===== src/common/pkg_memory.sv =====
// Memory-side widths and types shared by the engines, the arbiter and the memory
// A packet is four 32-bit fields, with field i in bits i*32 upward
// The scratch memory is word addressed and MEM_DEPTH must be a power of two

package pkg_memory;

  // ----------------------------------------------------------
  // Packet geometry
  // ----------------------------------------------------------

  // Width of one packet field, also the memory word width
  localparam int FIELD_W = 32;

  // Fields carried by one memory packet
  localparam int NUM_FIELDS = 4;

  // Full packet width
  localparam int PACKET_W = FIELD_W * NUM_FIELDS;

  // ----------------------------------------------------------
  // Scratch memory geometry
  // ----------------------------------------------------------

  // Depth in words
  localparam int MEM_DEPTH = 256;

  // Word address width, follows the depth
  localparam int MEM_ADDR_W = $clog2(MEM_DEPTH);

  // ----------------------------------------------------------
  // Types
  // ----------------------------------------------------------

  // One packet field or one memory word
  typedef logic [FIELD_W-1:0] field_t;

  // Four fields packed low to high
  typedef logic [PACKET_W-1:0] packet_data_t;

  // Word address into the scratch memory
  typedef logic [MEM_ADDR_W-1:0] mem_addr_t;

endpackage

===== src/common/pkg_engine.sv =====
// Engine-side constants, configuration types and state encodings
// Mask widths follow pkg_memory::NUM_FIELDS, so pkg_memory compiles first

package pkg_engine;

  // ----------------------------------------------------------
  // Cluster and pipeline constants
  // ----------------------------------------------------------

  // Read/write engines sharing the scratch memory
  localparam int NUM_ENGINES = 2;

  // Kernel cycles from data_valid to valid_out
  localparam int KERNEL_LATENCY = 2;

  // ----------------------------------------------------------
  // Configuration types
  // ----------------------------------------------------------

  // Bit i replaces ops field i with the constant
  typedef logic [pkg_memory::NUM_FIELDS-1:0] field_mask_t;

  // Row i (bits 4i..4i+3) is a one-hot source select for output field i
  typedef logic [pkg_memory::NUM_FIELDS*pkg_memory::NUM_FIELDS-1:0] ops_mask_t;

  // Address shift amount
  typedef logic [4:0] shift_t;

  // Engine index, used by the arbiter for its last winner
  typedef logic [$clog2(NUM_ENGINES)-1:0] engine_idx_t;

  // ----------------------------------------------------------
  // Encodings
  // ----------------------------------------------------------

  typedef enum logic {
    CMD_READ  = 1'b0,
    CMD_WRITE = 1'b1
  } rw_cmd_e;

  typedef enum logic [1:0] {
    ST_IDLE,
    ST_KERNEL,
    ST_MEM,
    ST_DONE
  } ctrl_state_e;

endpackage


===== src/logic/memory_arbiter.sv =====
// Round-robin grant for the shared memory port, one transaction at a time
// A grant is held until the engine request and the memory ack have both fallen

`timescale 1ns/1ns

module memory_arbiter (
  input  logic                                                 ap_clk,
  input  logic                                                 areset,
  input  logic                  [pkg_engine::NUM_ENGINES-1:0]  eng_req,
  input  logic                  [pkg_engine::NUM_ENGINES-1:0]  eng_we,
  input  pkg_memory::mem_addr_t [pkg_engine::NUM_ENGINES-1:0]  eng_addr,
  input  pkg_memory::field_t    [pkg_engine::NUM_ENGINES-1:0]  eng_wdata,
  output logic                  [pkg_engine::NUM_ENGINES-1:0]  eng_ack,
  output pkg_memory::field_t                                   eng_rdata,
  output logic                                                 mem_req,
  output logic                                                 mem_we,
  output pkg_memory::mem_addr_t                                mem_addr,
  output pkg_memory::field_t                                   mem_wdata,
  input  logic                                                 mem_ack,
  input  pkg_memory::field_t                                   mem_rdata
);

  logic [pkg_engine::NUM_ENGINES-1:0] grant_q;
  pkg_engine::engine_idx_t            last_q;
  pkg_engine::engine_idx_t            next_idx;
  logic                               next_found;

  // Search starts one past the last winner
  always_comb begin
    next_idx   = last_q;
    next_found = 1'b0;
    for (int k = 1; k <= pkg_engine::NUM_ENGINES; k++) begin
      if (!next_found && eng_req[(int'(last_q) + k) % pkg_engine::NUM_ENGINES]) begin
        next_idx   = pkg_engine::engine_idx_t'((int'(last_q) + k) % pkg_engine::NUM_ENGINES);
        next_found = 1'b1;
      end
    end
  end

  // last_q doubles as the index of the active grant
  always_ff @(posedge ap_clk) begin
    if (areset) begin
      grant_q <= '0;
      last_q  <= '0;
    end else if (grant_q == '0) begin
      if (next_found) begin
        grant_q           <= '0;
        grant_q[next_idx] <= 1'b1;
        last_q            <= next_idx;
      end
    end else if (!eng_req[last_q] && !mem_ack) begin
      grant_q <= '0;
    end
  end

  // ----------------------------------------------------------
  // Pass the granted handshake through
  // ----------------------------------------------------------

  assign mem_req   = (|grant_q) & eng_req[last_q];
  assign mem_we    = eng_we[last_q];
  assign mem_addr  = eng_addr[last_q];
  assign mem_wdata = eng_wdata[last_q];

  assign eng_ack   = grant_q & {pkg_engine::NUM_ENGINES{mem_ack}};
  assign eng_rdata = mem_rdata;

  assert property (@(posedge ap_clk) disable iff (areset) $onehot0(grant_q));

endmodule


===== config.mk =====
export PLATFORM = sky130hd
export DESIGN_NAME = memory_arbiter
export DESIGN_NICKNAME = d
export VERILOG_FILES = /design/src/common/pkg_memory.sv /design/src/common/pkg_engine.sv /design/src/logic/memory_arbiter.sv
export SDC_FILE = /design/constraint.sdc
export NUM_CORES = 1
export LEC_CHECK = 0
export ABC_AREA = 1
export BUFFER_PORTS_ARGS = -buffer_cell sky130_fd_sc_hd__buf_2
export CAP_MARGIN = 15
export CORE_AREA = 2 2 75 77
export CTS_CLUSTER_SIZE = 8
export DETAILED_ROUTE_END_ITERATION = 10
export DIE_AREA = 0 0 77 79
export MAX_ROUTING_LAYER = met4
export PLACE_DENSITY = 0.66
export SLEW_MARGIN = 15
export SYNTH_ARGS = -nofsm -noshare
export SYNTH_HDL_FRONTEND = slang
export SYNTH_SLANG_ARGS = --single-unit

===== constraint.sdc =====
create_clock -name ap_clk -period 0.8 [get_ports ap_clk]
set_input_delay 0.08 -clock ap_clk [delete_from_list [all_inputs] [get_ports ap_clk]]
set_output_delay 0.08 -clock ap_clk [all_outputs]
set_load 0.05 [all_outputs]

# Word-level counts from Yosys, hierarchy flattened
# Cells that the tools add are included.
# W data, S select, Z words.
[word_totals] word_cells=48 in_bits=119 out_inout_bits=76 ff_bits=3
[op_classes] n_lt_le_gt_ge=5 reduce_logical=11 muxes=23 n_bitwise=4 add_sub_neg=2 n_eq_ne=1
[op_table] operator="$mux W32" count=2
[op_table] operator="$mux W8" count=2
[op_table] operator="$mux W1" count=15
[op_table] operator="$lt A2 B3 Y1 const B" count=2
[op_table] operator="$mux W2" count=3
[op_table] operator="$lt A1 B2 Y1 const B" count=2
[op_table] operator="$reduce_and A2 Y1" count=2
[op_table] operator="$logic_and A1 B1 Y1" count=3
[op_table] operator="$logic_not A1 Y1" count=3
[op_table] operator="$add A1 B1 Y1 const B" count=2
[op_table] operator="$and A1 B1 Y1 const A" count=2
[op_table] operator="$and A2 B2 Y2" count=1
[op_table] operator="$logic_not A2 Y1" count=1
[op_table] operator="$ne A2 B2 Y1 const B" count=1
[op_table] operator="$reduce_bool A2 Y1" count=1
[op_table] operator="$reduce_or A2 Y1" count=1
[op_table] operator="$and A1 B1 Y1" count=1
[op_table] operator="$demux W1 S1" count=1
[op_table] operator="$ge A1 B1 Y1 const B" count=1

# Depth between registers and ports, before layout
[depth] word_depth=15 depth_mapped=7 ltp_nobuf=6

# Worst setup path after synthesis
# Ideal clock, no wire load.
[synth_path] path_type="reg-to-output" start="register last_q" end="output port mem_req" required_ps=720 arrival_ps=1206 path_buffers=1 stages_incl_launch_ff=6 slack_ps=-486 path_cell_list="dfxtp_1 -> buf_6 -> inv_4 -> nand2_2 -> nand2_1 -> nor2_1"
[synth_between] elab_chain_len=3
[synth_rtl] item="from (decl)" line_no="memory_arbiter.sv:24" source="pkg_engine::engine_idx_t last_q;"
[synth_rtl] item="from (signal assigned)" line_no="memory_arbiter.sv:49" source="last_q <= next_idx;"
[synth_rtl] item="$mux W1 (implied by the code) (2 in a row)" line_no="memory_arbiter.sv:60" source="assign mem_req = (|grant_q) & eng_req[last_q];"
[synth_rtl] item="$and A1 B1 Y1" line_no="memory_arbiter.sv:60"
[synth_rtl] item="to (decl)" line_no="memory_arbiter.sv:15" source="output logic mem_req,"
# Every way passes these cells. The select of a mux whose other input is x is not followed.

# Final worst setup path
[layout_path] start="register last_q" end="output port mem_wdata[10]"
[layout_between] elab_chain_len=2
[layout_rtl] item="$mux W32 (implied by the code) (2 in a row)" line_no="memory_arbiter.sv:63" source="assign mem_wdata = eng_wdata[last_q];"
[layout_rtl] item="to (decl)" line_no="memory_arbiter.sv:18" source="output pkg_memory::field_t mem_wdata,"
# Every way passes these cells. The select of a mux whose other input is x is not followed.

==> results.sh <==
export IMPL_status="complete, but fails checks"
export IMPL_violations="setup timing"
export IMPL_syn_mean_instance_area_sq_um=4.80
export IMPL_worstPathRequired_ns=0.72
export IMPL_cp_slowest_stage_delay_ns=0.37
export IMPL_ys_seq_elements=3
export IMPL_vias_per_cell=4.13
export IMPL_crit_path_end_kind="output pin"
export IMPL_fin_area_sq_um=2440
export IMPL_startpoint_type="flip-flop"
export IMPL_ys_seq_area_share_pct=6.44
export IMPL_switching_share_pct=52.6
export IMPL_grt_max_degree=24
export IMPL_post_drt_wl_per_cell_um=11.6
export IMPL_rsz0062_at_grt="true"
export IMPL_p_int_uw=1940
export IMPL_slowest_stage="dfxtp_4"
export IMPL_synth_cells=194
export IMPL_synth_flop_cell="dfxtp_1"
export IMPL_synth_distinct_cells=15
export IMPL_min_path_type="primary input to flip-flop"
export IMPL_power_leakage_uw=0.00129
export IMPL_final_common_cell="buf_2"
export IMPL_ant_nets=0
export IMPL_syn_nets=313
export IMPL_crit_chain="inv_8, buf_12, nand2_1, nand2_4, buf_6"
export IMPL_final_cell_mix="buf_2 (86), nand2_1 (66), nand2_4 (42), buf_8 (42), nand2_2 (24)"
export IMPL_worst_slew_pin_slew_ns=0.209
export IMPL_max_freq_ghz=0.805
export IMPL_maxCapViolations=0
export IMPL_clkTransAtPathRegs_ns=0.03
export IMPL_setup_worst_path_end="mem_wdata[10]"
export IMPL_layout_nets=417
export IMPL_clkPwrFrac_pct=11.0
export IMPL_area_delta_synth_final_pct=162
export IMPL_n_fill_cell=519
export IMPL_p_seq_share_pct=5.2
export IMPL_critPathTopFamily="buffers and inverters"
export IMPL_cts_sinks=3
export IMPL_period_share_pct=155
export IMPL_startpoint="last_q$_SDFFE_PP0P_"
export IMPL_place_area_sq_um=1840
export IMPL_rows=27
export IMPL_yosys_warnings=0
export IMPL_fin_ws_ns=-0.442
export IMPL_power_density_nw_per_um2=1670
export IMPL_tritoncts="yes"
export IMPL_min_period_ns=1.24
export IMPL_grt_pass1_wl_um=6490
export IMPL_globalRouteOverflowTotal=0
export IMPL_cts_max_level=1
export IMPL_place_congestion=0.712
export IMPL_wl_um=4290
export IMPL_hpwl_um=3050
export IMPL_grt_pass1_vias=1498
export IMPL_total_power_uw=4080
export IMPL_reg2reg_setup_slack_ns=-0.26
export IMPL_remaining_drc_errors=0
export IMPL_grt_usage_pct=13.1
export IMPL_slew_headroom_pct=86.0
export IMPL_finClkSkew_ns=0.00307
export IMPL_syn_cell_area_sq_um=932
export IMPL_arrival_ns=1.16
export IMPL_maxSlewViolCount=0
export IMPL_diodes=0
export IMPL_finalSetupViolations=47
export IMPL_grt_antenna_before_repair=0
export IMPL_async_flop_share_pct=0
export IMPL_insertion_delay_ns=0.22
export IMPL_r2r_cells=6
export IMPL_die_area_sq_um=6080
export IMPL_portBuffers=130
export IMPL_cp_max_fo=10
export IMPL_crit_reg2reg_capture="last_q$_SDFFE_PP0P_"
export IMPL_hold_viol_final=0
export IMPL_cts_buffer_depth=2
export IMPL_die_x_um=77
export IMPL_irDropWorstVdd_mv=1.71
export IMPL_drt_iter0_markers=12
export IMPL_start_util_pct=17.5
export IMPL_critPathBufInv=3
export IMPL_crit_type="flip-flop to output pin"
export IMPL_crit_cells=5
export IMPL_via_count=1525
export IMPL_rr_startpoint="last_q$_SDFFE_PP0P_"
export IMPL_ios=195
export IMPL_cts_buffers=3
export IMPL_fp_dieH_um=79
export IMPL_first_pass_iters=6
export IMPL_fin_util_pct=45.8
export IMPL_synth_edf_count=0
export IMPL_core_sq_um=5340
export IMPL_p_comb_share_pct=83.8
export IMPL_drive_above_1_share_pct=74.1
export IMPL_clockRootBuffer="clkbuf_8"
export IMPL_netSwitchingPower_uw=2150
-- cells by family after synthesis --
group                  synth area share [%]
AOI/OAI and AO/OA                      3.49
buffers and inverters                  34.0
DFF                                    6.44
and+or+nand+nor                        56.1
-- worst register-to-register path, stage by stage, from the launching register on --
cell,delay (ns)
dfxtp_4,0.37
inv_8,0.11
clkbuf_16,0.17
nand2_1,0.05
o21ai_1,0.06
nand2_1,0.08
a21oi_1,0.14
-- cell type report --
| cell class | count | area, sq um | share of cell area (%) |
|---|---|---|---|
| Inverter | 6 | 30.0 | 1.23 |
| Tap cell | 72 | 90.1 | 3.68 |
| Sequential cell | 3 | 71.3 | 2.92 |
| Timing Repair Buffer | 140 | 1250 | 51.0 |
| Clock buffer | 4 | 45.0 | 1.84 |
| Multi-Input combinational cell | 144 | 961 | 39.3 |
-- power by group through the flow --
stage	Combinational (uW)	Sequential (uW)	Clock, uW
finish	3420	212	450
CTS	3310	208	458
global placement	2540	208	0
detailed placement	2570	209	0
global route	3580	214	474
floorplan	2390	190	0
-- timing repair --
item,CTS,global route
hold buffers,0,0
gates cloned,0,2
gates resized for setup,141,18
pin swaps,1,1
endpoints found under the setup margin,47,47
buffers inserted,1,0
-- registers in the layout (all words and copies together), names as in the netlist --
register / count
grant_q: 2
last_q: 1
-- worst min-delay path by stage --
| stage | from | to | cells after the start |
|---|---|---|---|
| global route | areset | grant_q[0]$_SDFFE_PP0P_ | 2 |
| finish | areset | grant_q[1]$_SDFFE_PP0P_ | 2 |
| floorplan | areset | grant_q[0]$_SDFFE_PP0P_ | 1 |
| global placement | mem_rdata[20] | eng_rdata[20] | 0 |
| CTS | areset | grant_q[1]$_SDFFE_PP0P_ | 2 |
| detailed placement | mem_rdata[20] | eng_rdata[20] | 0 |
-- metrics by stage --
step | cells | setup slack, ns | setup TNS, ns | hold slack (ns)
floorplan | 194 | -0.140 | -5.66 | 0.142
global placement | 362 | -0.315 | -13.08 | 0.160
detailed placement | 362 | -0.335 | -13.52 | 0.160
CTS | 367 | -0.464 | -18.53 | 0.0390
global route | 369 | -0.486 | -20.58 | 0.0511
finish | 369 | -0.442 | -18.41 | 0.0495
-- cells in the mapped netlist (3+ instances only) --
cell / number / area, sq um
buf_4: 32 / 240
nor2_1: 4 / 15.0
buf_2: 8 / 40.0
nand2_1: 132 / 495
dfxtp_1: 3 / 60.1
a21oi_1: 3 / 15.0
inv_1: 4 / 15.0
-- metal layers --
layer	up-vias	global-route usage [%]	part of all wire [%]
met1	670	12.7	32
met3	16	2.84	10
met4	0	3.57	3.2
met5	-	-	0
met2	89	26.3	54
li1	750	-	-
Note: power is estimated with default switching activity, not from simulation.
