--- src/common/pkg_memory.sv ---
// Memory-side widths and types shared by the engines, the arbiter and the memory
// A packet is four 32-bit fields, with field i in bits i*32 upward
// The scratch memory is word addressed and MEM_DEPTH must be a power of two

package pkg_memory;

  // ----------------------------------------------------------
  // Packet geometry
  // ----------------------------------------------------------

  // Width of one packet field, also the memory word width
  localparam int FIELD_W = 32;

  // Fields carried by one memory packet
  localparam int NUM_FIELDS = 4;

  // Full packet width
  localparam int PACKET_W = FIELD_W * NUM_FIELDS;

  // ----------------------------------------------------------
  // Scratch memory geometry
  // ----------------------------------------------------------

  // Depth in words
  localparam int MEM_DEPTH = 256;

  // Word address width, follows the depth
  localparam int MEM_ADDR_W = $clog2(MEM_DEPTH);

  // ----------------------------------------------------------
  // Types
  // ----------------------------------------------------------

  // One packet field or one memory word
  typedef logic [FIELD_W-1:0] field_t;

  // Four fields packed low to high
  typedef logic [PACKET_W-1:0] packet_data_t;

  // Word address into the scratch memory
  typedef logic [MEM_ADDR_W-1:0] mem_addr_t;

endpackage
--- src/common/pkg_engine.sv ---
// Engine-side constants, configuration types and state encodings
// Mask widths follow pkg_memory::NUM_FIELDS, so pkg_memory compiles first

package pkg_engine;

  // ----------------------------------------------------------
  // Cluster and pipeline constants
  // ----------------------------------------------------------

  // Read/write engines sharing the scratch memory
  localparam int NUM_ENGINES = 2;

  // Kernel cycles from data_valid to valid_out
  localparam int KERNEL_LATENCY = 2;

  // ----------------------------------------------------------
  // Configuration types
  // ----------------------------------------------------------

  // Bit i replaces ops field i with the constant
  typedef logic [pkg_memory::NUM_FIELDS-1:0] field_mask_t;

  // Row i (bits 4i..4i+3) is a one-hot source select for output field i
  typedef logic [pkg_memory::NUM_FIELDS*pkg_memory::NUM_FIELDS-1:0] ops_mask_t;

  // Address shift amount
  typedef logic [4:0] shift_t;

  // Engine index, used by the arbiter for its last winner
  typedef logic [$clog2(NUM_ENGINES)-1:0] engine_idx_t;

  // ----------------------------------------------------------
  // Encodings
  // ----------------------------------------------------------

  typedef enum logic {
    CMD_READ  = 1'b0,
    CMD_WRITE = 1'b1
  } rw_cmd_e;

  typedef enum logic [1:0] {
    ST_IDLE,
    ST_KERNEL,
    ST_MEM,
    ST_DONE
  } ctrl_state_e;

endpackage

--- src/engine_read_write/engine_read_write_ctrl.sv ---
// One packet in flight per engine, the next pkt_req only after pkt_ack is low
// pkt_data and the cfg inputs must stay stable until pkt_ack rises

`timescale 1ns/1ns

module engine_read_write_ctrl (
  input  logic                      ap_clk,
  input  logic                      areset,
  input  logic                      pkt_req,
  input  pkg_memory::packet_data_t  pkt_data,
  input  pkg_engine::rw_cmd_e       cfg_cmd,
  input  pkg_engine::field_mask_t   cfg_const_mask,
  input  pkg_memory::field_t        cfg_const_value,
  input  pkg_engine::ops_mask_t     cfg_ops_mask,
  input  pkg_engine::shift_t        cfg_granularity,
  input  logic                      cfg_direction,
  input  pkg_memory::field_t        cfg_array_pointer,
  input  pkg_memory::field_t        cfg_index_start,
  output logic                      pkt_ack,
  output pkg_memory::field_t        rsp_data,
  output logic                      mem_req,
  output logic                      mem_we,
  output pkg_memory::mem_addr_t     mem_addr,
  output pkg_memory::field_t        mem_wdata,
  input  logic                      mem_ack,
  input  pkg_memory::field_t        mem_rdata
);

  pkg_engine::ctrl_state_e  state_q;
  logic                     kern_valid;
  logic                     kern_valid_out;
  pkg_memory::mem_addr_t    kern_addr;
  pkg_memory::packet_data_t kern_result;

  // In ST_IDLE pkt_ack is already low, so a high pkt_req is a new request
  assign kern_valid = (state_q == pkg_engine::ST_IDLE) && pkt_req;

  engine_read_write_kernel u_kernel (
    .ap_clk        (ap_clk),
    .areset        (areset),
    .data_valid    (kern_valid),
    .data          (pkt_data),
    .const_mask    (cfg_const_mask),
    .const_value   (cfg_const_value),
    .ops_mask      (cfg_ops_mask),
    .granularity   (cfg_granularity),
    .direction     (cfg_direction),
    .array_pointer (cfg_array_pointer),
    .index_start   (cfg_index_start),
    .valid_out     (kern_valid_out),
    .address_out   (kern_addr),
    .result_out    (kern_result)
  );

  // ----------------------------------------------------------
  // Sequencer
  // ----------------------------------------------------------

  always_ff @(posedge ap_clk) begin
    if (areset) begin
      state_q <= pkg_engine::ST_IDLE;
      mem_req <= 1'b0;
      pkt_ack <= 1'b0;
    end else begin
      case (state_q)
        pkg_engine::ST_IDLE: begin
          if (pkt_req) state_q <= pkg_engine::ST_KERNEL;
        end
        pkg_engine::ST_KERNEL: begin
          if (kern_valid_out) begin
            mem_req <= 1'b1;
            state_q <= pkg_engine::ST_MEM;
          end
        end
        pkg_engine::ST_MEM: begin
          if (mem_ack) begin
            mem_req <= 1'b0;
            pkt_ack <= 1'b1;
            state_q <= pkg_engine::ST_DONE;
          end
        end
        pkg_engine::ST_DONE: begin
          // Both handshakes must be closed before the next packet
          if (!pkt_req && !mem_ack) begin
            pkt_ack <= 1'b0;
            state_q <= pkg_engine::ST_IDLE;
          end
        end
        default: state_q <= pkg_engine::ST_IDLE;
      endcase
    end
  end

  // Memory request fields and the response word
  always_ff @(posedge ap_clk) begin
    if (state_q == pkg_engine::ST_KERNEL && kern_valid_out) begin
      mem_addr  <= kern_addr;
      mem_wdata <= kern_result[pkg_memory::FIELD_W-1:0];
      mem_we    <= (cfg_cmd == pkg_engine::CMD_WRITE);
    end
    if (state_q == pkg_engine::ST_MEM && mem_ack) begin
      rsp_data <= mem_we ? '0 : mem_rdata;
    end
  end

  // Request fields hold for the whole memory handshake
  assert property (@(posedge ap_clk) disable iff (areset)
    mem_req && $past(mem_req) |-> $stable(mem_addr) && $stable(mem_we));

endmodule

--- src/engine_read_write/engine_read_write_kernel.sv ---
// Two-stage kernel that accepts one item per cycle with no stall input
// Configuration inputs are sampled in both stages and must be held for the item
// Address offset comes from ops field 1, the write word from original field 0

`timescale 1ns/1ns

module engine_read_write_kernel (
  input  logic                      ap_clk,
  input  logic                      areset,
  input  logic                      data_valid,
  input  pkg_memory::packet_data_t  data,
  input  pkg_engine::field_mask_t   const_mask,
  input  pkg_memory::field_t        const_value,
  input  pkg_engine::ops_mask_t     ops_mask,
  input  pkg_engine::shift_t        granularity,
  input  logic                      direction,
  input  pkg_memory::field_t        array_pointer,
  input  pkg_memory::field_t        index_start,
  output logic                      valid_out,
  output pkg_memory::mem_addr_t     address_out,
  output pkg_memory::packet_data_t  result_out
);

  pkg_memory::packet_data_t org_perm;
  pkg_memory::packet_data_t ops_perm;
  pkg_memory::packet_data_t org_q;
  pkg_memory::packet_data_t ops_q;
  pkg_memory::field_t       addr_sum;
  pkg_memory::field_t       addr_shift;
  pkg_memory::field_t       addr_full;

  logic [pkg_engine::KERNEL_LATENCY-1:0] valid_pipe;

  // ----------------------------------------------------------
  // Stage 1: permutation and constant insertion
  // ----------------------------------------------------------

  always_comb begin
    org_perm = '0;
    ops_perm = '0;
    for (int i = 0; i < pkg_memory::NUM_FIELDS; i++) begin
      // One-hot select, so at most one source drives each field
      for (int j = 0; j < pkg_memory::NUM_FIELDS; j++) begin
        if (ops_mask[i*pkg_memory::NUM_FIELDS + j]) begin
          org_perm[i*pkg_memory::FIELD_W +: pkg_memory::FIELD_W] =
            data[j*pkg_memory::FIELD_W +: pkg_memory::FIELD_W];
        end
      end
      if (const_mask[i]) begin
        ops_perm[i*pkg_memory::FIELD_W +: pkg_memory::FIELD_W] = const_value;
      end else begin
        ops_perm[i*pkg_memory::FIELD_W +: pkg_memory::FIELD_W] =
          org_perm[i*pkg_memory::FIELD_W +: pkg_memory::FIELD_W];
      end
    end
  end

  always_ff @(posedge ap_clk) begin
    org_q <= org_perm;
    ops_q <= ops_perm;
  end

  // ----------------------------------------------------------
  // Stage 2: address computation
  // ----------------------------------------------------------

  always_comb begin
    addr_sum = ops_q[pkg_memory::FIELD_W +: pkg_memory::FIELD_W] + index_start;
    if (direction) begin
      addr_shift = addr_sum << granularity;
    end else begin
      addr_shift = addr_sum >> granularity;
    end
    addr_full = addr_shift + array_pointer;
  end

  always_ff @(posedge ap_clk) begin
    address_out <= addr_full[pkg_memory::MEM_ADDR_W-1:0];
    result_out  <= org_q;
  end

  // Valid travels alongside the two data stages
  always_ff @(posedge ap_clk) begin
    if (areset) begin
      valid_pipe <= '0;
    end else begin
      valid_pipe <= {valid_pipe[pkg_engine::KERNEL_LATENCY-2:0], data_valid};
    end
  end

  assign valid_out = valid_pipe[pkg_engine::KERNEL_LATENCY-1];

  // Every permutation row picks exactly one source field
  for (genvar r = 0; r < pkg_memory::NUM_FIELDS; r++) begin : g_row_check
    assert property (@(posedge ap_clk) disable iff (areset)
      data_valid |-> $onehot(ops_mask[r*pkg_memory::NUM_FIELDS +: pkg_memory::NUM_FIELDS]));
  end

endmodule

--- config.mk ---
export PLATFORM = sky130hd
export DESIGN_NAME = engine_read_write_ctrl
export DESIGN_NICKNAME = d
export VERILOG_FILES = /design/src/common/pkg_memory.sv /design/src/common/pkg_engine.sv /design/src/engine_read_write/engine_read_write_ctrl.sv /design/src/engine_read_write/engine_read_write_kernel.sv
export SDC_FILE = /design/constraint.sdc
export NUM_CORES = 1
export LEC_CHECK = 0
export BUFFER_PORTS_ARGS = -buffer_cell sky130_fd_sc_hd__buf_2
export CORE_UTILIZATION = 52
export CTS_BUF_LIST = sky130_fd_sc_hd__clkbuf_8
export CTS_CLUSTER_DIAMETER = 40
export CTS_CLUSTER_SIZE = 28
export DETAILED_ROUTE_END_ITERATION = 6
export PLACE_DENSITY = 0.75
export SLEW_MARGIN = 40
export SYNTH_ARGS = -nofsm -noshare
export SYNTH_HDL_FRONTEND = slang
export SYNTH_HIERARCHICAL = 1
export SYNTH_SLANG_ARGS = --single-unit
--- constraint.sdc ---
create_clock -name ap_clk -period 4.98 [get_ports ap_clk]
set_input_delay 0.996 -clock ap_clk [delete_from_list [all_inputs] [get_ports ap_clk]]
set_output_delay 0.996 -clock ap_clk [all_outputs]
set_load 0.01 [all_outputs]
# Yosys cells after proc, flatten, opt, wreduce, memory -nomap -nowiden
# Index checks and enable logic that the tools add are counted.
[op_classes] n_addsub=2 eq_ne=7 shift=2 n_mux=22 n_reduce_logical=12
[op_table] op="$mux W32" count=10
[op_table] op="$add A32 B32 Y32" count=1
[op_table] op="$shl A32 B5 Y8" count=1
[op_table] op="$shr A32 B5 Y8" count=1
[op_table] op="$add A8 B8 Y8" count=1
[op_table] op="$mux W2" count=4
[op_table] op="$mux W8" count=1
[op_table] op="$pmux W2 S4" count=1
[op_table] op="$ne A2 B2 Y1 const B" count=3
[op_table] op="$reduce_and A3 Y1" count=2
[op_table] op="$eq A2 B2 Y1 const B" count=2
[op_table] op="$logic_and A1 B1 Y1" count=4
[op_table] op="$mux W1" count=4
[op_table] op="$pmux W1 S2" count=2
[op_table] op="$reduce_and A4 Y1" count=1
[op_table] op="$reduce_bool A2 Y1" count=2
[op_table] op="$eq A2 B1 Y1 const B" count=1
[op_table] op="$logic_not A1 Y1" count=2
[op_table] op="$logic_not A2 Y1" count=1
[op_table] op="$ne A2 B1 Y1 const B" count=1
[totals] regBits=215 in_bits=287 output_inout_bits=75 elab_cells=57

# Longest topological paths before layout
# Gate-level depths: netlist (run 1).
[logic_depth] depth_word=5 ltp_mapped=21 ltp_nobuf=21

# By module
# Netlist (run 1), hierarchy kept.
[by_module_without_submodules] mod="engine_read_write_kernel" instances=1 cells_each=1878 area_per_inst_um2=14675.3 seq_area_each_um2=5965.7
[by_module_without_submodules] mod="engine_read_write_ctrl" instances=1 cells_each=142 area_per_inst_um2=2721.4 seq_area_each_um2=2272.2

# Worst setup path before layout (run 1)
# No wires, ideal clock.
[synth_path] kind="in2reg" startpoint="input port cfg_index_start[0]" endpoint="register u_kernel.address_out[6]" setup_ns=0.072 arrival_ns=5.095 required_time_ns=4.908 path_slack_ns=-0.187 path_stages=20 path_buffers=0 cell_sequence="ha_1 inv_1 fa_1 nand2b_1 a211oi_4 o21ai_2 a31oi_1 a41oi_2 xnor2_1 mux4_2 nand2_1 o2111ai_1 a31o_1 ha_1 fa_1 a21o_1 a21oi_1 o21bai_1 a21oi_1 xnor2_1"
[synth_via] elab_chain_cells=4 elab_cells_between_ends=5 cone_classes="add/sub: 2; shift: 2; mux: 1"
[synth_lines] item="start: declaration" line="engine_read_write_ctrl.sv:18" rtl="input pkg_memory::field_t cfg_index_start,"
[synth_lines] item="$add A32 B32 Y32 *" line="engine_read_write_kernel.sv:68" rtl="addr_sum = ops_q[pkg_memory::FIELD_W +: pkg_memory::FIELD_W] + index_start;"
[synth_lines] item="$shr A32 B5 Y8 / $shl A32 B5 Y8 (equally long branches)" line="engine_read_write_kernel.sv:72, engine_read_write_kernel.sv:70"
[synth_lines] item="$mux W8 *" line="engine_read_write_kernel.sv:69" rtl="if (direction) begin"
[synth_lines] item="$add A8 B8 Y8 *" line="engine_read_write_kernel.sv:74" rtl="addr_full = addr_shift + array_pointer;"
[synth_lines] item="via u_kernel.addr_full[6]" line="engine_read_write_kernel.sv:30" rtl="pkg_memory::field_t addr_full;"
[synth_lines] item="end signal: assignment" line="engine_read_write_kernel.sv:78" rtl="address_out <= addr_full[pkg_memory::MEM_ADDR_W-1:0];"
[synth_lines] item="end: declaration" line="engine_read_write_kernel.sv:20" rtl="output pkg_memory::mem_addr_t address_out,"
# Mark *: on every way through the listed nets, which the timed path passes. The rest lies on a longest branch.
# A chain may end at the register's enable or synchronous reset.

# Worst setup path in the final report (run 1)
# Same ends and word-level chain as after synthesis.

==> results.md, run 1 <==
* Outcome: complete, no violations
* H-tree depth at 4
* Share of cells above drive strength 1 at 34.2%
* CTS Sinks at 183
* Comb pwr share at 38.4%
* Vias/cell at 5.63
* Hold path start: u_kernel/org_q[7]
* Worst-Skew Late Latency at 0.47 ns
* Flop pwr share at 39.7%
* Fmax at 207 MHz
* Final hold violations at 0
* Post-Syn Instances at 1332
* Area added between synthesis and finish at 27.6%
* Die area at 0.0226 mm²
* Iter 0 DRT Violations at 713
* DP HPWL at 27100 µm
* Routed WL per cell at 17.3 µm
* Slew @ Worst Pin at 0.787 ns
* Root Buffer: clkbuf_8
* Worst Setup End Kind: register
* PortBufs at 326
* Max-cap violations at 0
* Crit-path max FO at 5
* Clock network power share at 21.9%
* Critical R2R Launch: u_kernel/ops_q[32]
* Core Area at 0.0213 mm²
* GRT Total Usage at 30.9%
* Max VDD drop at 0.232 mV
* Clock Tree Buf Depth at 2
* Final Critical Period at 4.83 ns
* Clock-pin slew on the worst setup and hold paths at 0.10 ns
* Flop2flop setup slack at 0.33 ns
* Pin count of the biggest net entering global routing at 65
* Hold slack at 0.334 ns
* Pleak at 0.00644 µW
* Fin Clk Skew at 0.0215 ns
* Switching fraction of total power at 34.1%
* Fin nets at 2060
* Antenna Violating Nets Remaining at 0
* Critical path arrival at 5.23 ns
* Placer Congestion at 0.911
* Post-Syn Nets at 1664
* Final Cycle Share at 97.0%
* IO Pins at 362
* Die Y at 150 µm
* Design area at 0.0146 mm²
* Cell Area, Synth at 0.0115 mm²
* Psw at 1530 µW
* Syn. warnings at 6
* Via count at 11400
* Critical path launch point type: input port
* Syn_area_per_cell at 8.60 µm²
* Critical Path Source: cfg_index_start[0]
* Max_slew headroom at 47.5%
* CTS buffer count at 17
* Final setup violation count at 0
* CTS tree: built
* Worst endpoint required time at 5.38 ns
* First-pass GRT wire length at 54400 µm
* Hold Crit Class: reg -> reg
* First-pass DRT Iterations at 5
* Final core utilization at 68.7%
* Max Slew Vio Count at 0
* P_int at 2960 µW
* Final WL at 35100 µm
* Residual DRC count at 0
* Die width at 150 µm
* CTS Hold Buffers Added at 0
* P per Cell Area at 307 mW/mm²
* Rows at 53
* Number of global-route vias before repair at 11000
* Overflow after GRT at 0
* Initial core utilization at 53.8%
* Worst Setup Path Type: in -> reg
* Antenna violations before repair at 14
* Dpl cell area at 0.0142 mm²
[per-layer routing]
layer / vias up / GRT usage, % / wire (µm)
li1: 5649 / - / -
met1: 5200 / 37.5 / 14200
met2: 509 / 53.0 / 17200
met3: 63 / 7.45 / 2850
met4: 4 / 11.3 / 809
met5: - / 0 / 27
[state kept, by name, indices dropped and copies added (netlist names)]
register              flops
mem_req                   1
u_kernel/result_out      32
u_kernel/valid_pipe       2
mem_addr                  8
u_kernel/ops_q           32
u_kernel/address_out      8
mem_wdata                32
state_q                   2
pkt_ack                   1
mem_we                    1
u_kernel/org_q           32
rsp_data                 32
[through the flow]
| step | setup WS [ns] | TNS, ns | power [µW] | cells |
|---|---|---|---|---|
| floorplan | 0.00465 | 0 | 2830 | 1332 |
| CTS | 0.132 | 0 | 4490 | 2015 |
| global placement | -0.200 | -0.429 | 3460 | 1981 |
| detailed placement | -0.355 | -0.809 | 3510 | 1983 |
| global route | -0.0260 | -0.0465 | 4750 | 2026 |
| finish | 0.148 | 0 | 4490 | 2029 |
[cells in the final DEF (no fill, tap or decap), types with 20 or more instances in the layout]
cell type  count
nor3_1        30
nand3_1       20
a21oi_1      151
nor2_1       147
ha_1          43
buf_4        149
o21ai_0       96
buf_2        322
a22oi_1       36
dfxtp_1      110
mux2_2        41
nand2_1      163
edfxtp_1      73
nor2b_1       24
[area by class of cell]
| type | instances | area, µm² |
|---|---|---|
| diodes | 13 | 32.5 |
| clock buffers | 17 | 234 |
| clock inverters | 15 | 144 |
| fillers | 1764 | 6670 |
| inverters | 19 | 71.3 |
| multi-input cells | 1034 | 6640 |
| flip-flops and latches | 183 | 4390 |
| well taps | 275 | 344 |
| repair buffers | 473 | 2750 |
[what timing repair did]
action / in CTS / in global routing
endpoints found under the setup margin: 0 / 2
setup buffers: 0 / 1
gates resized for setup: 0 / 3
[final timing paths]
| path | endpoint | cells after the start |
|---|---|---|
| setup / recovery | u_kernel/address_out[6] | 21 |
| hold / removal | u_kernel/result_out[7] | 0 |
| setup reg to reg | u_kernel/address_out[6] | 20 |
| hold reg to reg | u_kernel/result_out[7] | 0 |
[critical path, cell delays in order]
cell       delay, ns
buf_2           0.08
ha_1            0.15
inv_1           0.05
fa_2            0.33
nand2b_4        0.16
a211oi_4        0.32
o21ai_2         0.18
a31oi_2         0.22
a41oi_2         0.16
xnor2_1         0.18
mux4_2          0.52
nand2_1         0.09
o2111ai_1       0.12
a31o_1          0.26
ha_1            0.23
fa_1            0.43
a21o_1          0.18
a21oi_2         0.16
o21bai_1        0.10
a21oi_2         0.18
xnor2_1         0.13
[power groups by stage]
stage | combinational [µW] | clock (µW) | sequential, µW
6_report | 1720 | 982 | 1780
5_1_grt | 1890 | 1060 | 1800
4_1_cts | 1700 | 1000 | 1780
3_5_place_dp | 1690 | 0 | 1820
3_3_place_gp | 1650 | 0 | 1810
2_1_floorplan | 994 | 0 | 1830
Power figures use the tool's default switching activity.
==> run 2, diff against run 1 <==
--- a/config.mk
+++ b/config.mk
@@ -6,12 +6,12 @@
 export NUM_CORES = 1
 export LEC_CHECK = 0
 export BUFFER_PORTS_ARGS = -buffer_cell sky130_fd_sc_hd__buf_2
-export CORE_UTILIZATION = 52
+export CORE_UTILIZATION = 58
 export CTS_BUF_LIST = sky130_fd_sc_hd__clkbuf_8
 export CTS_CLUSTER_DIAMETER = 40
 export CTS_CLUSTER_SIZE = 28
 export DETAILED_ROUTE_END_ITERATION = 6
-export PLACE_DENSITY = 0.75
+export PLACE_DENSITY = 0.8
 export SLEW_MARGIN = 40
 export SYNTH_ARGS = -nofsm -noshare
 export SYNTH_HDL_FRONTEND = slang
==> constraint.sdc (replaced) <==
create_clock -name ap_clk -period 5.15 [get_ports ap_clk]
set_input_delay 1.03 -clock ap_clk [delete_from_list [all_inputs] [get_ports ap_clk]]
set_output_delay 1.03 -clock ap_clk [all_outputs]
set_load 0.01 [all_outputs]
==> run 2 against run 1 <==
  * Final area is 0.43% lower
  * Critical endpoint is now u_kernel/address_out[7]
  * Routed wire length is 0.68% lower
  * Critical path type unchanged
  * Sequential share of layout area is 0.13 points higher
  * Sequential cell count stayed put
==> results.md, run 2 (synthesis results as in run 1) <==
* Outcome: complete, no violations
* Switching fraction of total power at 33.7% (-0.39 points)
* PortBufs at 326 (unchanged)
* H-tree depth at 4 (unchanged)
* Hold path start: u_kernel/org_q[9]
* Sum of negative setup slack at 0 ns (unchanged)
* Worst endpoint required time at 5.51 ns (+0.13 ns)
* P per Cell Area at 302 mW/mm² (-1.7%)
* Hold slack at 0.332 ns (-0.00117 ns)
* Final cell count without fillers at 2005 (-1.2%)
* Comb pwr share at 37.5% (-0.9 points)
* Rows at 51 (-3.8%)
* Final Critical Period at 4.98 ns
* Top delay family on crit path: compound AO/OA/AOI/OAI gates
* Final hold violations at 0 (unchanged)
* Core Area at 0.0194 mm² (-8.9%)
* Slew @ Worst Pin at 0.788 ns (+0.000790 ns)
* Vias/cell at 5.76 (+2.3%)
* Die area at 0.0203 mm² (-10%)
* Area added between synthesis and finish at 27.1%
* CTS buffer count at 17 (unchanged)
* Commonest non-fill, non-tap cells in the layout: buf_2, nand2_1, a21oi_1, nor2_1, buf_4
* Residual DRC count at 0 (unchanged)
* GRT Total Usage at 33.7% (+2.8 points)
* Max VDD drop at 0.205 mV (-12%)
* Die width at 143 µm (-5.2%)
* Fin nets at 2049 (-0.53%)
* Cells along the critical path: buf_2 > ha_1 > inv_1 > fa_1 > nand2b_4 > a211oi_4 > o21ai_4 > nand3_1 > xor2_1 > mux2_2 > mux4_2 > a22oi_1 > o21ai_1 > a311o_1 > ha_1 > a21oi_2 > o21bai_1 > a21oi_2 > o21ai_0 > xor2_1 > xnor2_1
* Max Slew Vio Count at 0 (unchanged)
* Final setup violation count at 0 (unchanged)
* Fin Clk Skew at 0.0204 ns (-0.00104 ns)
* Placed insts at 1962 (-1.1%)
* CTS Hold Buffers Added at 0 (unchanged)
* Max_slew headroom at 47.5% (-0.053 points)
* Crit-path max FO at 7 (+2)
* Flop pwr share at 39.3% (-0.4 points)
* Crit path depth at 21 (unchanged)
* Antenna violations before repair at 10 (-4)
* Psw at 1480 µW (-3.2%)
* P_int at 2910 µW (-1.5%)
* Iter 0 DRT Violations at 924 (+30%)
* Pin count of the biggest net entering global routing at 65 (unchanged)
* Fmax at 201 MHz
* DP HPWL at 26400 µm (-2.9%)
* Via count at 11500 (+1.1%)
* Slowest-stage cell, CP: mux4_2
* Antenna Violating Nets Remaining at 0 (unchanged)
* Critical path launch point type: input port
* Worst Setup End Kind: register
* CTS tree: built
* Final core utilization at 75.0% (+6.4 points)
* Placer Congestion at 0.962 (+5.6%)
* CP max stage delay at 0.49 ns (-0.03 ns)
* Overflow after GRT at 0 (unchanged)
* Routed WL per cell at 17.4 µm (+0.51%)
* First-pass DRT Iterations at 5 (unchanged)
* Max-cap violations at 0 (unchanged)
* IO Pins at 362 (unchanged)
* CP bufs+invs at 2 (unchanged)
* CTS Sinks at 183 (unchanged)
* Number of global-route vias before repair at 10800 (-1.3%)
* Clock-pin slew on the worst setup and hold paths at 0.10 ns (about the same)
* Final Cycle Share at 96.6%
* Die Y at 143 µm (-5.2%)
* # fillers at 1563 (-11%)
* Post-CTS Setup Bufs at 0 (unchanged)
* Worst-Skew Late Latency at 0.48 ns (about the same)
* Worst Setup Path Type: in -> reg
* Final WL at 34800 µm (-0.68%)
* Critical Path Source: cfg_index_start[0]
* Clock network power share at 23.2% (+1.3 points)
* First-pass GRT wire length at 53300 µm (-2.1%)
* Reg2Reg Depth at 20 (unchanged)
* Most common cell after layout, fill and taps aside: buf_2
* Critical path arrival at 5.34 ns (+0.11 ns)
* Critical R2R Launch: u_kernel/ops_q[32]
* Share of cells above drive strength 1 at 33.7% (-0.48 points)
* Clock Tree Buf Depth at 2 (unchanged)
* Initial core utilization at 59.0% (+5.2 points)
* RSZ-0062 raised after global routing: true
* Pleak at 0.00640 µW (-0.60%)
* Crit path capture: u_kernel/address_out[7]
* Flop2flop setup slack at 0.39 ns (+0.06 ns)
* Root Buffer: clkbuf_8
* Hold Crit Class: reg -> reg
* R2r endpoint: u_kernel/address_out[7]
==> run 2: cell type report <==
cell class	instances	area, µm²	share of cell area, %
multi-input combinational	1034	6650	45.7
sequential	183	4390	30.2
timing repair buffer	462	2670	18.3
tap	265	332	2.28
clock buffer	18	248	1.70
clock inverter	14	165	1.13
inverter	19	71.3	0.490
antenna	10	25.0	0.172
==> run 2: power by group through the flow <==
stage               combinational, µW  clock, µW  sequential, µW
floorplan                         960          0            1770
global placement                 1570          0            1750
detailed placement               1610          0            1760
CTS                              1620       1030            1730
global route                     1800       1090            1740
finish                           1650       1020            1730
==> run 2: worst min path at each step <==
stage	endpoint	slack [ns]	depth (start not counted)
detailed placement	u_kernel/result_out[11]	0.31	0
finish	u_kernel/result_out[9]	0.33	0
floorplan	u_kernel/result_out[0]	0.31	0
global route	u_kernel/result_out[29]	0.34	0
global placement	u_kernel/result_out[27]	0.31	0
CTS	u_kernel/result_out[29]	0.34	0
==> run 2: routing by layer <==
layer | global-route usage [%] | up-vias | wire length (µm)
met5 | 0 | - | 0
met4 | 12.1 | 0 | 901
met3 | 8.04 | 64 | 2780
met2 | 60.0 | 527 | 17500
met1 | 39.4 | 5327 | 13600
li1 | - | 5627 | -
==> run 2: stage by stage <==
step	total power, µW	worst slack [ns]	area [µm²]
finish	4400	0.175	14600
global route	4630	-0.0103	14600
CTS	4380	0.134	14500
detailed placement	3370	-0.344	14100
global placement	3320	-0.238	14100
floorplan	2730	0.0205	11500
==> run 2: repair_timing <==
action                                  4_1_cts  5_1_grt
endpoints found under the setup margin        0        2
endpoints found under the hold margin         0        0
gates resized for setup                       0        5
==> run 3, diff against run 2 <==
--- a/config.mk
+++ b/config.mk
@@ -5,6 +5,7 @@
 export SDC_FILE = /design/constraint.sdc
 export NUM_CORES = 1
 export LEC_CHECK = 0
+export ABC_AREA = 1
 export BUFFER_PORTS_ARGS = -buffer_cell sky130_fd_sc_hd__buf_2
 export CORE_UTILIZATION = 58
 export CTS_BUF_LIST = sky130_fd_sc_hd__clkbuf_8
==> constraint.sdc (replaced) <==
create_clock -name ap_clk -period 5.2 [get_ports ap_clk]
set_input_delay 1.04 -clock ap_clk [delete_from_list [all_inputs] [get_ports ap_clk]]
set_output_delay 1.04 -clock ap_clk [all_outputs]
set_load 0.01 [all_outputs]
==> run 3 against run 2 <==
  * Global-route usage is 0.32 points higher
  * Sequential power fell by 2%
  * Via count up 5.3%
  * Routed wire length up 0.95%
  * Combinational power decreased by 27%
  * Core utilization down 4.4 points
  * Final area fell by 5.2%
  * Total power down 12%
  * Setup slack better by 0.39 ns
  * Count of clock-buffer cells in the layout fell by 1
  * Sequential cell count is the same
  * Synthesized cell count grew 30%
  * Largest power group unchanged
==> results.md, run 3 <==
* Post-CTS Setup Bufs at 0 (unchanged)
* Design area at 0.0138 mm² (-5.2%)
* Slowest-stage cell, CP: fa_1
* Antenna violations before repair at 9 (-1)
* Residual DRC count at 0 (unchanged)
* DP HPWL at 27400 µm (+4.1%)
* Pleak at 0.00734 µW (+15%)
* Clock-pin slew on the worst setup and hold paths at 0.10 ns (about the same)
* Comb pwr share at 31.4% (-6.1 points)
* Commonest non-fill, non-tap cells in the layout: nand2_1, buf_2, inv_1, nand3_1, dfxtp_1
* Final Critical Period at 4.63 ns
* Antenna Violating Nets Remaining at 0 (unchanged)
* Worst Setup Path Type: in -> reg
* H-tree depth at 4 (unchanged)
* Worst endpoint required time at 5.57 ns (+0.06 ns)
* First-pass DRT Iterations at 6 (+1)
* Crit-path max FO at 4 (-3)
* Post-Syn Instances at 1725 (+30%)
* First-pass GRT wire length at 53700 µm (+0.74%)
* Post-Syn Nets at 2057 (+24%)
* Met3 WL at 2910 µm (+4.7%)
* Routed WL per cell at 15.4 µm (-12%)
* Max_slew headroom at 53.2% (+5.7 points)
* Placer Congestion at 0.950 (-1.3%)
* Clock Tree Buf Depth at 2 (unchanged)
* Root Buffer: clkbuf_8
* Clock network power share at 24.7% (+1.5 points)
* Sum of negative setup slack at 0 ns (unchanged)
* Final WL at 35200 µm (+0.95%)
* Share of cells above drive strength 1 at 20.0% (-14 points)
* RSZ-0062 raised after global routing: false
* PortBufs at 326 (unchanged)
* Die width at 144 µm (+0.73%)
* Outcome: complete, no violations
* CTS buffer count at 17 (unchanged)
* Max Used Layer: met5
* CTS resizes at 0 (unchanged)
* Iter 0 DRT Violations at 794 (-14%)
* CTS Hold Buffers Added at 0 (unchanged)
* Syn_area_per_cell at 6.74 µm² (-22%)
* Detailed-routing wirelength on met1 at 13200 µm (-3.4%)
* Syn. warnings at 6 (unchanged)
* Critical path's most frequent cell: nand2_1
* Switching fraction of total power at 34.6% (+0.88 points)
* Via count at 12200 (+5.3%)
* Worst Setup End Kind: register
* Fin Clk Skew at 0.0142 ns (-0.00625 ns)
* Max VDD drop at 0.188 mV (-8.4%)
* P_int at 2520 µW (-14%)
* Final hold violations at 0 (unchanged)
* Worst-Skew Late Latency at 0.46 ns (-0.02 ns)
* Final Cycle Share at 89.1%
* Fmax at 216 MHz
* Critical path launch point type: input port
* Max-cap violations at 0 (unchanged)
* Critical path arrival at 5.00 ns (-0.34 ns)
* Fin nets at 2337 (+14%)
* Final setup violation count at 0 (unchanged)
* Area added between synthesis and finish at 18.7%
* Rows at 51 (unchanged)
* CTS Sinks at 183 (unchanged)
* CTS tree: built
* Number of global-route vias before repair at 11100 (+2.2%)
* P per Cell Area at 279 mW/mm² (-7.7%)
* CP max stage delay at 0.39 ns (-0.10 ns)
* Die area at 0.0206 mm² (+1.5%)
* Cell Area, Synth at 0.0116 mm² (+1.5%)
* # fillers at 1787 (+14%)
* Hold slack at 0.323 ns (-0.00927 ns)
* IO Pins at 362 (unchanged)
* Pin count of the biggest net entering global routing at 65 (unchanged)
* Hold path depth at 0 (unchanged)
* Initial core utilization at 59.5% (+0.49 points)
* Flop pwr share at 44.0% (+4.7 points)
* Most common cell after layout, fill and taps aside: nand2_1
* Routed wl met2 at 17600 µm (+0.26%)
* Dpl cell area at 0.0134 mm² (-4.9%)
* Overflow after GRT at 0 (unchanged)
* Psw at 1330 µW (-10%)
* Hold Crit Class: reg -> reg
* Die Y at 144 µm (+0.73%)
* Flop2flop setup slack at 0.91 ns (+0.52 ns)
* Slew @ Worst Pin at 0.702 ns (-0.0861 ns)
* Core Area at 0.0195 mm² (+0.66%)
* Max Slew Vio Count at 0 (unchanged)
* GRT Total Usage at 34.1% (+0.32 points)
* Vias/cell at 5.31 (-7.8%)
* Reg2Reg Depth at 32 (+60%)
-- run 3: cell count changes in the layout (fill, tap and decap cells not counted), sizes merged, moves of 41 or more --
cell | before | now
a21oi | 158 | 68
buf | 462 | 338
inv | 27 | 246
mux2 | 41 | 0
nand2 | 164 | 610
nand3 | 20 | 178
-- run 3: power groups by stage --
stage / registers [µW] / logic (µW) / clock network [µW]
6_report: 1690 / 1210 / 949
2_1_floorplan: 1730 / 809 / 0
3_3_place_gp: 1720 / 1160 / 0
3_5_place_dp: 1720 / 1190 / 0
5_1_grt: 1700 / 1360 / 1020
4_1_cts: 1690 / 1190 / 975
-- run 3: stage by stage --
step | setup slack, ns | cells | total power, µW | utilization (%)
final | 0.569 | 2290 | 3850 | 70.6
after global routing | 0.190 | 2290 | 4080 | 70.6
after CTS | 0.634 | 2283 | 3860 | 70.5
after detailed placement | 0.149 | 2251 | 2910 | 68.6
after global placement | 0.244 | 2249 | 2880 | 68.4
after floorplan | 0.773 | 1725 | 2540 | -
-- run 3: final cells by class --
cell class	instances	area [µm²]	area share (%)
Antenna cell	7	17.5	0.127
Clock inverter	15	151	1.10
Sequential cell	183	4390	31.9
Timing Repair Buffer	338	1760	12.8
Tap cell	265	332	2.40
Inverter	242	913	6.62
Multi-Input combinational cell	1223	5990	43.4
Clock buffer	17	234	1.70
-- run 3: final timing paths --
check | startpoint | end
max | cfg_index_start[0] | u_kernel/address_out[7]
min | u_kernel/org_q[7] | u_kernel/result_out[7]
max reg2reg | u_kernel/ops_q[32] | u_kernel/address_out[7]
min reg2reg | u_kernel/org_q[7] | u_kernel/result_out[7]
-- run 3: metal layers --
layer  vias to the layer above  global-route usage (%)
li1                       6108                       -
met1                      5369                    37.3
met2                       571                    61.8
met3                       103                    7.30
met4                         4                    17.3
met5                         -                       0
-- run 3: critical path, delay by kind of cell --
kind            cells  cell delay [ns]
xor+xnor            1             0.15
compound gates      7             1.00
buf+inv             5             0.35
simple gates       17             1.60
fa+ha+maj           3             0.86
